File: src/leaper_movegen_pkg.sv
`default_nettype none

// shared board constants and types for the king and knight move generator
package leaper_movegen_pkg;

  // board geometry
  localparam int num_squares = 64;
  localparam int board_size = 8;

  // each colour collects at most this many pieces during a load
  localparam int stack_depth = 16;

  // 3-bit piece codes as they arrive on the serial position stream
  typedef logic [2:0] piece_t;

  localparam piece_t piece_none = 3'd0;
  localparam piece_t piece_king = 3'd1;
  localparam piece_t piece_queen = 3'd2;
  localparam piece_t piece_rook = 3'd3;
  localparam piece_t piece_bishop = 3'd4;
  localparam piece_t piece_knight = 3'd5;
  localparam piece_t piece_pawn = 3'd6;

  // one serial square code, the top bit set means a white piece
  typedef struct packed {
    logic white;
    piece_t piece;
  } pos_code_t;

  // index is rank times eight plus file so rank lands in the upper three bits
  typedef struct packed {
    logic [2:0] rank;
    logic [2:0] file;
  } square_rf_t;

  // the flat view feeds masks and one-hot logic, the rank/file view feeds geometry
  typedef union packed {
    logic [5:0] index;
    square_rf_t rf;
  } square_t;

  // one slot of a piece stack, full marks an occupied slot
  typedef struct packed {
    logic full;
    piece_t piece;
    square_t square;
  } stack_entry_t;

  // the 15-bit output move word
  typedef struct packed {
    piece_t piece;
    square_t from;
    square_t to;
  } move_t;

endpackage

`default_nettype wire

File: src/leaper_movegen_if.sv
`timescale 1ns/1ps
`default_nettype none

// hands one piece from the move stack to the destination stage
// an item moves in a cycle where valid and take are both high
interface piece_if;
  logic valid;
  leaper_movegen_pkg::stack_entry_t entry;
  logic last;
  logic take;

  modport source(output valid, entry, last, input take);
  modport sink(input valid, entry, last, output take);
endinterface

// hands a piece with its destination mask to the arbiter
interface dest_if;
  logic valid;
  leaper_movegen_pkg::piece_t piece;
  leaper_movegen_pkg::square_t from;
  logic [leaper_movegen_pkg::num_squares-1:0] mask;
  logic last;
  logic take;

  modport source(output valid, piece, from, mask, last, input take);
  modport sink(input valid, piece, from, mask, last, output take);
endinterface

`default_nettype wire

File: src/pos_loader.sv
`timescale 1ns/1ps
`default_nettype none

module pos_loader (
  input  wire logic clk,
  input  wire logic i_arst_n,
  input  wire logic i_pos_valid,
  input  wire logic i_pos_sop,
  input  wire leaper_movegen_pkg::pos_code_t i_pos_data,
  output leaper_movegen_pkg::stack_entry_t [leaper_movegen_pkg::stack_depth-1:0] o_white_stack,
  output leaper_movegen_pkg::stack_entry_t [leaper_movegen_pkg::stack_depth-1:0] o_black_stack,
  output logic [leaper_movegen_pkg::num_squares-1:0] o_white_occ,
  output logic [leaper_movegen_pkg::num_squares-1:0] o_black_occ
);

  // square index of the next code on the serial stream
  logic [5:0] sq_cnt;
  logic [5:0] sq_idx;
  logic       pos_sop;
  logic       has_piece;
  logic       push_white;
  logic       push_black;

  leaper_movegen_pkg::stack_entry_t new_entry;
  leaper_movegen_pkg::stack_entry_t [leaper_movegen_pkg::stack_depth-1:0] white_next;
  leaper_movegen_pkg::stack_entry_t [leaper_movegen_pkg::stack_depth-1:0] black_next;

  // a sop code is always square a1 whatever the counter holds
  assign pos_sop = i_pos_valid && i_pos_sop;
  assign sq_idx = i_pos_sop ? 6'd0 : sq_cnt;

  assign has_piece = i_pos_data.piece != leaper_movegen_pkg::piece_none;
  assign push_white = i_pos_valid && has_piece && i_pos_data.white;
  assign push_black = i_pos_valid && has_piece && !i_pos_data.white;

  // the entry that a coloured piece pushes onto its stack
  always_comb begin
    new_entry.full = 1'b1;
    new_entry.piece = i_pos_data.piece;
    new_entry.square.index = sq_idx;
  end

  // next stack contents, a sop clears first and then the push shifts everyone down
  always_comb begin
    white_next = pos_sop ? '0 : o_white_stack;
    black_next = pos_sop ? '0 : o_black_stack;
    if (push_white) begin
      white_next = {white_next[leaper_movegen_pkg::stack_depth-2:0], new_entry};
    end
    if (push_black) begin
      black_next = {black_next[leaper_movegen_pkg::stack_depth-2:0], new_entry};
    end
  end

  always_ff @(posedge clk or negedge i_arst_n) begin
    if (!i_arst_n) begin
      sq_cnt <= '0;
      o_white_stack <= '0;
      o_black_stack <= '0;
      o_white_occ <= '0;
      o_black_occ <= '0;
    end else if (i_pos_valid) begin
      // wraps to zero after h8 so a stream without sop still lines up
      sq_cnt <= sq_idx + 6'd1;
      o_white_stack <= white_next;
      o_black_stack <= black_next;
      if (pos_sop) begin
        o_white_occ <= '0;
        o_black_occ <= '0;
      end
      // every square of a load is written so stale bits never survive
      o_white_occ[sq_idx] <= push_white;
      o_black_occ[sq_idx] <= push_black;
    end
  end

endmodule

`default_nettype wire

File: src/piece_iterator.sv
`timescale 1ns/1ps
`default_nettype none

module piece_iterator (
  input  wire logic clk,
  input  wire logic i_arst_n,
  input  wire logic i_start,
  input  wire logic i_wtp,
  input  wire leaper_movegen_pkg::stack_entry_t [leaper_movegen_pkg::stack_depth-1:0] i_white_stack,
  input  wire leaper_movegen_pkg::stack_entry_t [leaper_movegen_pkg::stack_depth-1:0] i_black_stack,
  piece_if.source o_piece
);

  // slot zero is the top and holds the highest square of the side to play
  leaper_movegen_pkg::stack_entry_t [leaper_movegen_pkg::stack_depth-1:0] move_stack;
  leaper_movegen_pkg::stack_entry_t [leaper_movegen_pkg::stack_depth-1:0] chosen;

  // a side with no pieces still sends one empty entry so the position gets its eop
  logic empty_pending;

  assign chosen = i_wtp ? i_white_stack : i_black_stack;

  assign o_piece.valid = move_stack[0].full || empty_pending;
  assign o_piece.entry = move_stack[0];
  assign o_piece.last = !move_stack[1].full;

  always_ff @(posedge clk or negedge i_arst_n) begin
    if (!i_arst_n) begin
      move_stack <= '0;
      empty_pending <= 1'b0;
    end else if (i_start) begin
      // the load stacks are left untouched so the same board can be replayed
      move_stack <= chosen;
      empty_pending <= !chosen[0].full;
    end else if (o_piece.valid && o_piece.take) begin
      // pop the top, everything moves up and an empty slot enters at the bottom
      move_stack <= move_stack >> $bits(leaper_movegen_pkg::stack_entry_t);
      empty_pending <= 1'b0;
    end
  end

endmodule

`default_nettype wire

File: src/dest_gen.sv
`timescale 1ns/1ps
`default_nettype none

module dest_gen (
  input  wire logic clk,
  input  wire logic i_arst_n,
  input  wire logic i_wtp,
  input  wire logic [leaper_movegen_pkg::num_squares-1:0] i_white_occ,
  input  wire logic [leaper_movegen_pkg::num_squares-1:0] i_black_occ,
  piece_if.sink   i_piece,
  dest_if.source  o_dest
);

  logic r_valid;
  logic r_last;
  leaper_movegen_pkg::piece_t  r_piece;
  leaper_movegen_pkg::square_t r_from;
  logic [leaper_movegen_pkg::num_squares-1:0] r_mask;
  logic [leaper_movegen_pkg::num_squares-1:0] own_occ;
  logic take_in;

  // every leap of a king or knight lies within two ranks and two files
  // knights need |dr|*|df| of two and kings need a step of one in any direction
  function automatic logic [leaper_movegen_pkg::num_squares-1:0] leap_mask(
    input leaper_movegen_pkg::stack_entry_t e
  );
    logic [leaper_movegen_pkg::num_squares-1:0] m;
    int dr, df, adr, adf, tr, tf;
    logic is_king, is_knight, hit;
    m = '0;
    is_king = e.full && (e.piece == leaper_movegen_pkg::piece_king);
    is_knight = e.full && (e.piece == leaper_movegen_pkg::piece_knight);
    for (dr = -2; dr <= 2; dr++) begin
      for (df = -2; df <= 2; df++) begin
        adr = (dr < 0) ? -dr : dr;
        adf = (df < 0) ? -df : df;
        hit = (is_knight && (adr * adf == 2)) ||
              (is_king && (adr <= 1) && (adf <= 1) && (adr + adf != 0));
        tr = int'(e.square.rf.rank) + dr;
        tf = int'(e.square.rf.file) + df;
        // offsets that leave the board are dropped here
        if (hit && tr >= 0 && tr < leaper_movegen_pkg::board_size &&
            tf >= 0 && tf < leaper_movegen_pkg::board_size) begin
          m[tr * leaper_movegen_pkg::board_size + tf] = 1'b1;
        end
      end
    end
    return m;
  endfunction

  // own pieces block their squares, opponent squares stay as captures
  assign own_occ = i_wtp ? i_white_occ : i_black_occ;

  // the register accepts a new piece when it is empty or being drained this cycle
  assign take_in = !r_valid || o_dest.take;
  assign i_piece.take = take_in;

  always_ff @(posedge clk or negedge i_arst_n) begin
    if (!i_arst_n) begin
      r_valid <= 1'b0;
    end else if (take_in) begin
      r_valid <= i_piece.valid;
    end
  end

  always_ff @(posedge clk) begin
    if (take_in && i_piece.valid) begin
      r_piece <= i_piece.entry.piece;
      r_from <= i_piece.entry.square;
      r_mask <= leap_mask(i_piece.entry) & ~own_occ;
      r_last <= i_piece.last;
    end
  end

  assign o_dest.valid = r_valid;
  assign o_dest.piece = r_piece;
  assign o_dest.from = r_from;
  assign o_dest.mask = r_mask;
  assign o_dest.last = r_last;

endmodule

`default_nettype wire

File: src/target_arbiter.sv
`timescale 1ns/1ps
`default_nettype none

module target_arbiter (
  input  wire logic clk,
  input  wire logic i_arst_n,
  dest_if.sink      i_dest,
  output logic      o_grant,
  output leaper_movegen_pkg::move_t o_move,
  output logic      o_pos_end
);

  // busy means a piece sits here with req holding its remaining destinations
  logic busy;
  logic last;
  logic done;
  logic [leaper_movegen_pkg::num_squares-1:0] req;
  logic [leaper_movegen_pkg::num_squares-1:0] grant_oh;
  leaper_movegen_pkg::piece_t  piece;
  leaper_movegen_pkg::square_t from;
  leaper_movegen_pkg::square_t to_sq;

  // the carry out of the +1 stops at the lowest set bit and isolates it
  assign grant_oh = req & (~req + 1'b1);

  // an exhausted mask spends exactly one cycle here before the next piece lands
  assign done = busy && (req == '0);
  assign i_dest.take = !busy || done;

  // one-hot back to the flat index view of the destination square
  always_comb begin
    to_sq.index = '0;
    for (int i = 0; i < leaper_movegen_pkg::num_squares; i++) begin
      if (grant_oh[i]) begin
        to_sq.index = to_sq.index | 6'(i);
      end
    end
  end

  always_ff @(posedge clk or negedge i_arst_n) begin
    if (!i_arst_n) begin
      busy <= 1'b0;
    end else if (i_dest.take) begin
      busy <= i_dest.valid;
    end
  end

  always_ff @(posedge clk) begin
    if (i_dest.take && i_dest.valid) begin
      req <= i_dest.mask;
      piece <= i_dest.piece;
      from <= i_dest.from;
      last <= i_dest.last;
    end else if (busy) begin
      req <= req & ~grant_oh;
    end
  end

  assign o_grant = busy && (req != '0);
  assign o_pos_end = done && last;

  always_comb begin
    o_move.piece = piece;
    o_move.from = from;
    o_move.to = to_sq;
  end

endmodule

`default_nettype wire

File: src/move_emitter.sv
`timescale 1ns/1ps
`default_nettype none

module move_emitter (
  input  wire logic clk,
  input  wire logic i_arst_n,
  input  wire logic i_grant,
  input  wire leaper_movegen_pkg::move_t i_move,
  input  wire logic i_pos_end,
  output logic o_move_valid,
  output leaper_movegen_pkg::move_t o_move_data,
  output logic o_move_sop,
  output logic o_move_eop
);

  // the last move is only known once the final piece is exhausted
  // so each move waits here until a later grant or the position end releases it
  logic held_valid;
  logic held_sop;
  logic sop_done;
  logic release_held;
  leaper_movegen_pkg::move_t held_move;

  assign release_held = i_grant || i_pos_end;

  always_ff @(posedge clk or negedge i_arst_n) begin
    if (!i_arst_n) begin
      held_valid <= 1'b0;
      held_sop <= 1'b0;
      sop_done <= 1'b0;
      o_move_valid <= 1'b0;
      o_move_data <= '0;
      o_move_sop <= 1'b0;
      o_move_eop <= 1'b0;
    end else begin
      o_move_valid <= release_held && held_valid;
      o_move_sop <= release_held && held_valid && held_sop;
      // eop fires even with nothing held, giving the bare eop of an empty position
      o_move_eop <= i_pos_end;
      if (release_held) begin
        o_move_data <= held_move;
      end
      if (i_grant) begin
        held_valid <= 1'b1;
        held_sop <= !sop_done;
        sop_done <= 1'b1;
      end else if (i_pos_end) begin
        held_valid <= 1'b0;
        sop_done <= 1'b0;
      end
    end
  end

  always_ff @(posedge clk) begin
    if (i_grant) begin
      held_move <= i_move;
    end
  end

endmodule

`default_nettype wire

File: src/leaper_movegen_top.sv
`timescale 1ns/1ps
`default_nettype none

module leaper_movegen_top (
  input  wire logic clk,
  input  wire logic i_arst_n,
  input  wire logic i_pos_valid,
  input  wire logic i_pos_sop,
  input  wire leaper_movegen_pkg::pos_code_t i_pos_data,
  input  wire logic i_wtp,
  input  wire logic i_start,
  output logic o_move_valid,
  output leaper_movegen_pkg::move_t o_move_data,
  output logic o_move_sop,
  output logic o_move_eop
);

  // loader to iterator and destination stage
  leaper_movegen_pkg::stack_entry_t [leaper_movegen_pkg::stack_depth-1:0] white_stack;
  leaper_movegen_pkg::stack_entry_t [leaper_movegen_pkg::stack_depth-1:0] black_stack;
  logic [leaper_movegen_pkg::num_squares-1:0] white_occ;
  logic [leaper_movegen_pkg::num_squares-1:0] black_occ;

  // arbiter to emitter
  logic grant;
  logic pos_end;
  leaper_movegen_pkg::move_t grant_move;

  piece_if piece_bus ();
  dest_if  dest_bus ();

  pos_loader pos_loader_i (
    .clk           (clk),
    .i_arst_n      (i_arst_n),
    .i_pos_valid   (i_pos_valid),
    .i_pos_sop     (i_pos_sop),
    .i_pos_data    (i_pos_data),
    .o_white_stack (white_stack),
    .o_black_stack (black_stack),
    .o_white_occ   (white_occ),
    .o_black_occ   (black_occ)
  );

  piece_iterator piece_iterator_i (
    .clk           (clk),
    .i_arst_n      (i_arst_n),
    .i_start       (i_start),
    .i_wtp         (i_wtp),
    .i_white_stack (white_stack),
    .i_black_stack (black_stack),
    .o_piece       (piece_bus.source)
  );

  dest_gen dest_gen_i (
    .clk         (clk),
    .i_arst_n    (i_arst_n),
    .i_wtp       (i_wtp),
    .i_white_occ (white_occ),
    .i_black_occ (black_occ),
    .i_piece     (piece_bus.sink),
    .o_dest      (dest_bus.source)
  );

  target_arbiter target_arbiter_i (
    .clk       (clk),
    .i_arst_n  (i_arst_n),
    .i_dest    (dest_bus.sink),
    .o_grant   (grant),
    .o_move    (grant_move),
    .o_pos_end (pos_end)
  );

  move_emitter move_emitter_i (
    .clk          (clk),
    .i_arst_n     (i_arst_n),
    .i_grant      (grant),
    .i_move       (grant_move),
    .i_pos_end    (pos_end),
    .o_move_valid (o_move_valid),
    .o_move_data  (o_move_data),
    .o_move_sop   (o_move_sop),
    .o_move_eop   (o_move_eop)
  );

endmodule

`default_nettype wire

File: config.mk
export PLATFORM = sky130hd
export DESIGN_NAME = leaper_movegen_top
export DESIGN_NICKNAME = d
export VERILOG_FILES = /design/src/leaper_movegen_pkg.sv /design/src/leaper_movegen_if.sv /design/src/pos_loader.sv /design/src/piece_iterator.sv /design/src/dest_gen.sv /design/src/target_arbiter.sv /design/src/move_emitter.sv /design/src/leaper_movegen_top.sv
export SDC_FILE = /design/constraint.sdc
export NUM_CORES = 2
export LEC_CHECK = 0
export BUFFER_PORTS_ARGS = -buffer_cell sky130_fd_sc_hd__clkbuf_2
export CELL_PAD_IN_SITES_DETAIL_PLACEMENT = 1
export CELL_PAD_IN_SITES_GLOBAL_PLACEMENT = 1
export CORE_ASPECT_RATIO = 0.5
export CORE_UTILIZATION = 30
export CTS_CLUSTER_DIAMETER = 80
export DETAILED_ROUTE_END_ITERATION = 7
export PLACE_DENSITY = 0.52
export SLEW_MARGIN = 20
export SYNTH_ARGS = -nofsm -noshare
export SYNTH_HDL_FRONTEND = slang
export SYNTH_SLANG_ARGS = --single-unit
File: constraint.sdc
create_clock -name clk -period 6.1 [get_ports clk]
set_clock_uncertainty 0.2 [all_clocks]
set_input_delay 0.61 -clock clk [delete_from_list [all_inputs] [get_ports clk]]
set_output_delay 0.61 -clock clk [all_outputs]
set_load 0.02 [all_outputs]
==> run metrics <==
r2r startpoint=piece_iterator_i.o_piece.entry[2]$_DFFE_PN0P_; area of the mapped netlist=roughly 47,000 um2; die width=560 um; Setup CP Type=reg2reg; register-to-register setup slack=around 0.43 ns; Util after Layout=about a third; final setup TNS=0 ns; Top Ports=28; Max Freq=roughly 180 MHz; final worst-path cycle share=approximately 93%; DRT iter0 DRCs=just over 4,000; global-route wire length before repair=around 320 mm; Register-to-Register Path Depth=21; crit end category=flop; Pint=13.1 mW; Final ANT Viol Nets=0; synthesized area per cell=8.56 um2; clk buf depth=3; Gate power share=a little under half; CP Launch Type=flop; Max Slew Vio Count=0; Crit-path slowest cell=or4b_2; min cycle time layout=5.67 ns; hold depth=3; row cnt=approximately 100; Initial Util=a little under a third; CP arrival=between 5 and 6 ns; die height=approximately 280 um; Hold Crit Class=in2reg; critical path, cell by cell=inv_1 -> ha_4 -> nand2_1 -> inv_1 -> ha_1 -> ha_2 -> nor2_1 -> a311oi_1 -> and2_1 -> o21ai_0 -> ha_1 -> or4b_2 -> nor4_2 -> nand4_1 -> nor4_1 -> buf_4 -> nor2_1 -> buf_4 -> o22ai_1 -> nand2_1 -> a221oi_1; router iterations before antenna repair=8; Max-Cap Viols=0; VDD IR max=slightly above 0.3 mV; Most Used Layer, Global Route=met2; asr flop ratio synth=between 70 and 80%; Flop pwr share=30.9%; net switching power=12.0 mW; setup bufs post-CTS=0; DP HPWL=158 mm; crit-path max FO=9; Hold Fails Final Rpt=0; CTS root buf=clkbuf_16; P&R area growth vs syn=14.2%; antenna violations before repair=14; via count=around 44,000; H-tree depth=3; clock latency on the worst-skew pair=~0.70 ns; Finished Layout Cells=about 7,600; Total GRT Usage=between 20% and 30%; status=finished, final reports clean; clk slew on worst S/H paths=around 0.060 ns; largest net degree at the start of global routing=about 210; share of post-route cells with drive strength above 1=a little under 10%; synthesized flop and latch total=800; PwrDens=roughly 470 nW/um2; Critical Path RT=6.37 ns; switch share=about 48%; Worst path max stage delay=0.70 ns; Area after DPL=between 50,000 and 60,000 um2; unrepaired setup endpoints after global routing=no; Avg WL per Cell=between 20 and 30 um; die area=158,000 um2; DR vias/cell=about 5.8; ys flop type=dfrtp_1; drc violations=0; met2 Use GR=between 40% and 50%; GP Congestion=approximately 1.0; port bufs=27; hold wc startpoint=i_pos_data[0]; Leakage=roughly 21 nW; CTS buffer count=a little under 90; design area=roughly 53,000 um2; Clk pwr share=a little over a fifth; Synth Instances=around 5,500; clock sink count=800; max_slew headroom=between 10% and 20%; CTS tree=built; met3 GRT Util=about 5.6%; routing usage on met1=~41%; Synth warnings=0; fin nets=5,578; register area share after synthesis=44.5%; vias in the first global route=approximately 45,000; Worst R2R End=dest_gen_i.o_dest.mask[50]$_DFFE_PP_; total global routing overflow=0; Slew @ Worst Pin=~1.2 ns; Top delay family on crit path=simple AND/OR/NAND/NOR gates; Hold EP=pos_loader_i.o_white_stack[6]$_DFFE_PN0P_; placed insts=around 7,500; Post-synth EDFFs=between 150 and 200; CP bufs+invs=4; routed wire length=about 220 mm; Synth cell types=92; syn nets=5,575; setup violators final=0; Core Region=around 150,000 um2
-- metrics by stage --
stage          hold slack [ns]  power, mW  setup slack (ns)
6_report                0.0489       25.2             0.426
5_1_grt                 0.0253       26.4           0.00315
4_1_cts                 0.0120       25.1            0.0176
3_5_place_dp             0.206       19.5            0.0450
3_3_place_gp             0.202       19.3             0.226
2_1_floorplan            0.114       14.1            0.0822
-- layout make-up --
type / count / area, um2
Tap cell: 2080 / 2600
Timing Repair Buffer: 301 / 2530
Fill cell: 18000 / 101000
Multi-Input combinational cell: 3921 / 23200
Sequential cell: 800 / 20800
Inverter: 354 / 1340
Antenna cell: 2 / 5.00
Clock buffer: 130 / 2550
Clock inverter: 27 / 325
-- cells in the mapped netlist (15+ instances only) --
master    number  area, um2
o21ai_0      312       1560
nand2_1      686       2570
edfxtp_1     163       4890
a22o_1        37        324
buf_2         22        110
dfrtp_1      637      15900
nor3_1       113        566
or3_1         29        181
nor2_1       575       2160
a221oi_1      79        692
clkbuf_1     340       1280
nor4_1        36        225
a222oi_1      23        230
nor2b_1       64        400
and3_1        18        113
a211oi_1      31        233
and2_1        23        144
nor3b_1       16        120
a21oi_1      551       2760
nand2b_1      49        307
xnor2_1       24        210
nand3_1       80        400
a32oi_1       18        158
mux2_2        38        428
o31ai_1       23        173
inv_1        350       1310
ha_1          93       1160
nand4_1       32        200
nor4b_1       15        131
o32ai_1       16        140
a22oi_1      180       1350
a31oi_1       28        175
mux2i_1      165       1650
o22ai_1      331       2070
o211ai_1      24        180
-- power groups by stage --
stage / clock (mW) / combinational (mW) / sequential [mW]
after floorplan: 0 / 6.62 / 7.53
after global placement: 0 / 11.5 / 7.82
after detailed placement: 0 / 11.6 / 7.86
after CTS: 5.65 / 11.7 / 7.76
after global routing: 5.83 / 12.7 / 7.92
final: 5.46 / 11.9 / 7.78
-- state kept, by name, summed over array words and instances, names as in the netlist, 3 cells and up --
name and count:
pos_loader_i.o_black_stack 160, pos_loader_i.o_white_stack 160, piece_iterator_i.move_stack 150, dest_gen_i.o_dest.mask 64
pos_loader_i.o_black_occ 64, pos_loader_i.o_white_occ 64, target_arbiter_i.req 64, move_emitter_i.held_move 15
move_emitter_i.o_move_data 15, piece_iterator_i.o_piece.entry 10, dest_gen_i.o_dest.from 6, pos_loader_i.sq_cnt 6
target_arbiter_i.from 6, dest_gen_i.o_dest.piece 3, target_arbiter_i.piece 3
-- what timing repair did --
item                                    CTS  global route
gates resized for setup                   0             7
hold buffers                              4             0
endpoints found under the hold margin    70             0
endpoints found under the setup margin    0            32
-- worst min-delay path, stage by stage --
cell and delay (ns):
clkbuf_2 0.15, nand2_1 0.08, nand2_1 0.05
-- how the worst max path moves through the flow --
stage                                                  start                                    to  slack [ns]  depth (start not counted)
6_report       piece_iterator_i.o_piece.entry[2]$_DFFE_PN0P_  dest_gen_i.o_dest.mask[50]$_DFFE_PP_        0.43                         21
5_1_grt        piece_iterator_i.o_piece.entry[1]$_DFFE_PN0P_  dest_gen_i.o_dest.mask[50]$_DFFE_PP_       0.003                         21
4_1_cts        piece_iterator_i.o_piece.entry[1]$_DFFE_PN0P_  dest_gen_i.o_dest.mask[51]$_DFFE_PP_        0.02                         20
3_5_place_dp   piece_iterator_i.o_piece.entry[1]$_DFFE_PN0P_  dest_gen_i.o_dest.mask[51]$_DFFE_PP_        0.05                         20
3_3_place_gp   piece_iterator_i.o_piece.entry[1]$_DFFE_PN0P_  dest_gen_i.o_dest.mask[51]$_DFFE_PP_        0.23                         20
2_1_floorplan  piece_iterator_i.o_piece.entry[2]$_DFFE_PN0P_   dest_gen_i.o_dest.mask[5]$_DFFE_PP_        0.08                         22
-- layer usage --
layer | vias up | part of all wire (%)
met5 | - | 0.012
met4 | 4 | 3.4
met3 | 343 | 7.2
met2 | 1442 | 41
met1 | 22800 | 48
li1 | 19800 | -
-- placed cells by master (no fill, tap or decap), types with 48 or more instances in the layout --
cell / netlist / layout
a21oi_1: 551 / 551
a221oi_1: 79 / 79
a22oi_1: 180 / 180
buf_4: 1 / 248
clkbuf_16: 0 / 87
dfrtp_1: 637 / 637
edfxtp_1: 163 / 163
ha_1: 93 / 89
inv_1: 350 / 349
mux2i_1: 165 / 165
nand2_1: 686 / 686
nand2b_1: 49 / 48
nand3_1: 80 / 80
nor2_1: 575 / 567
nor2b_1: 64 / 62
nor3_1: 113 / 104
o21ai_0: 312 / 312
o22ai_1: 331 / 330
-- kinds of logic (layout without fill, tap and decap cells) --
family / after synthesis / after routing / share of synthesized area, %
AND/OR/NAND/NOR: 1812 / 1812 / 17.4
AO/OA/AOI/OAI: 1758 / 1758 / 23.5
flip-flops: 800 / 800 / 44.5
buffers and inverters: 741 / 812 / 6.20
multiplexers: 212 / 212 / 4.66
adder cells (fa/ha/maj): 103 / 103 / 2.92
XOR/XNOR: 36 / 36 / 0.736
other: 0 / 2 / 0
(Power assumes the default switching activity.)
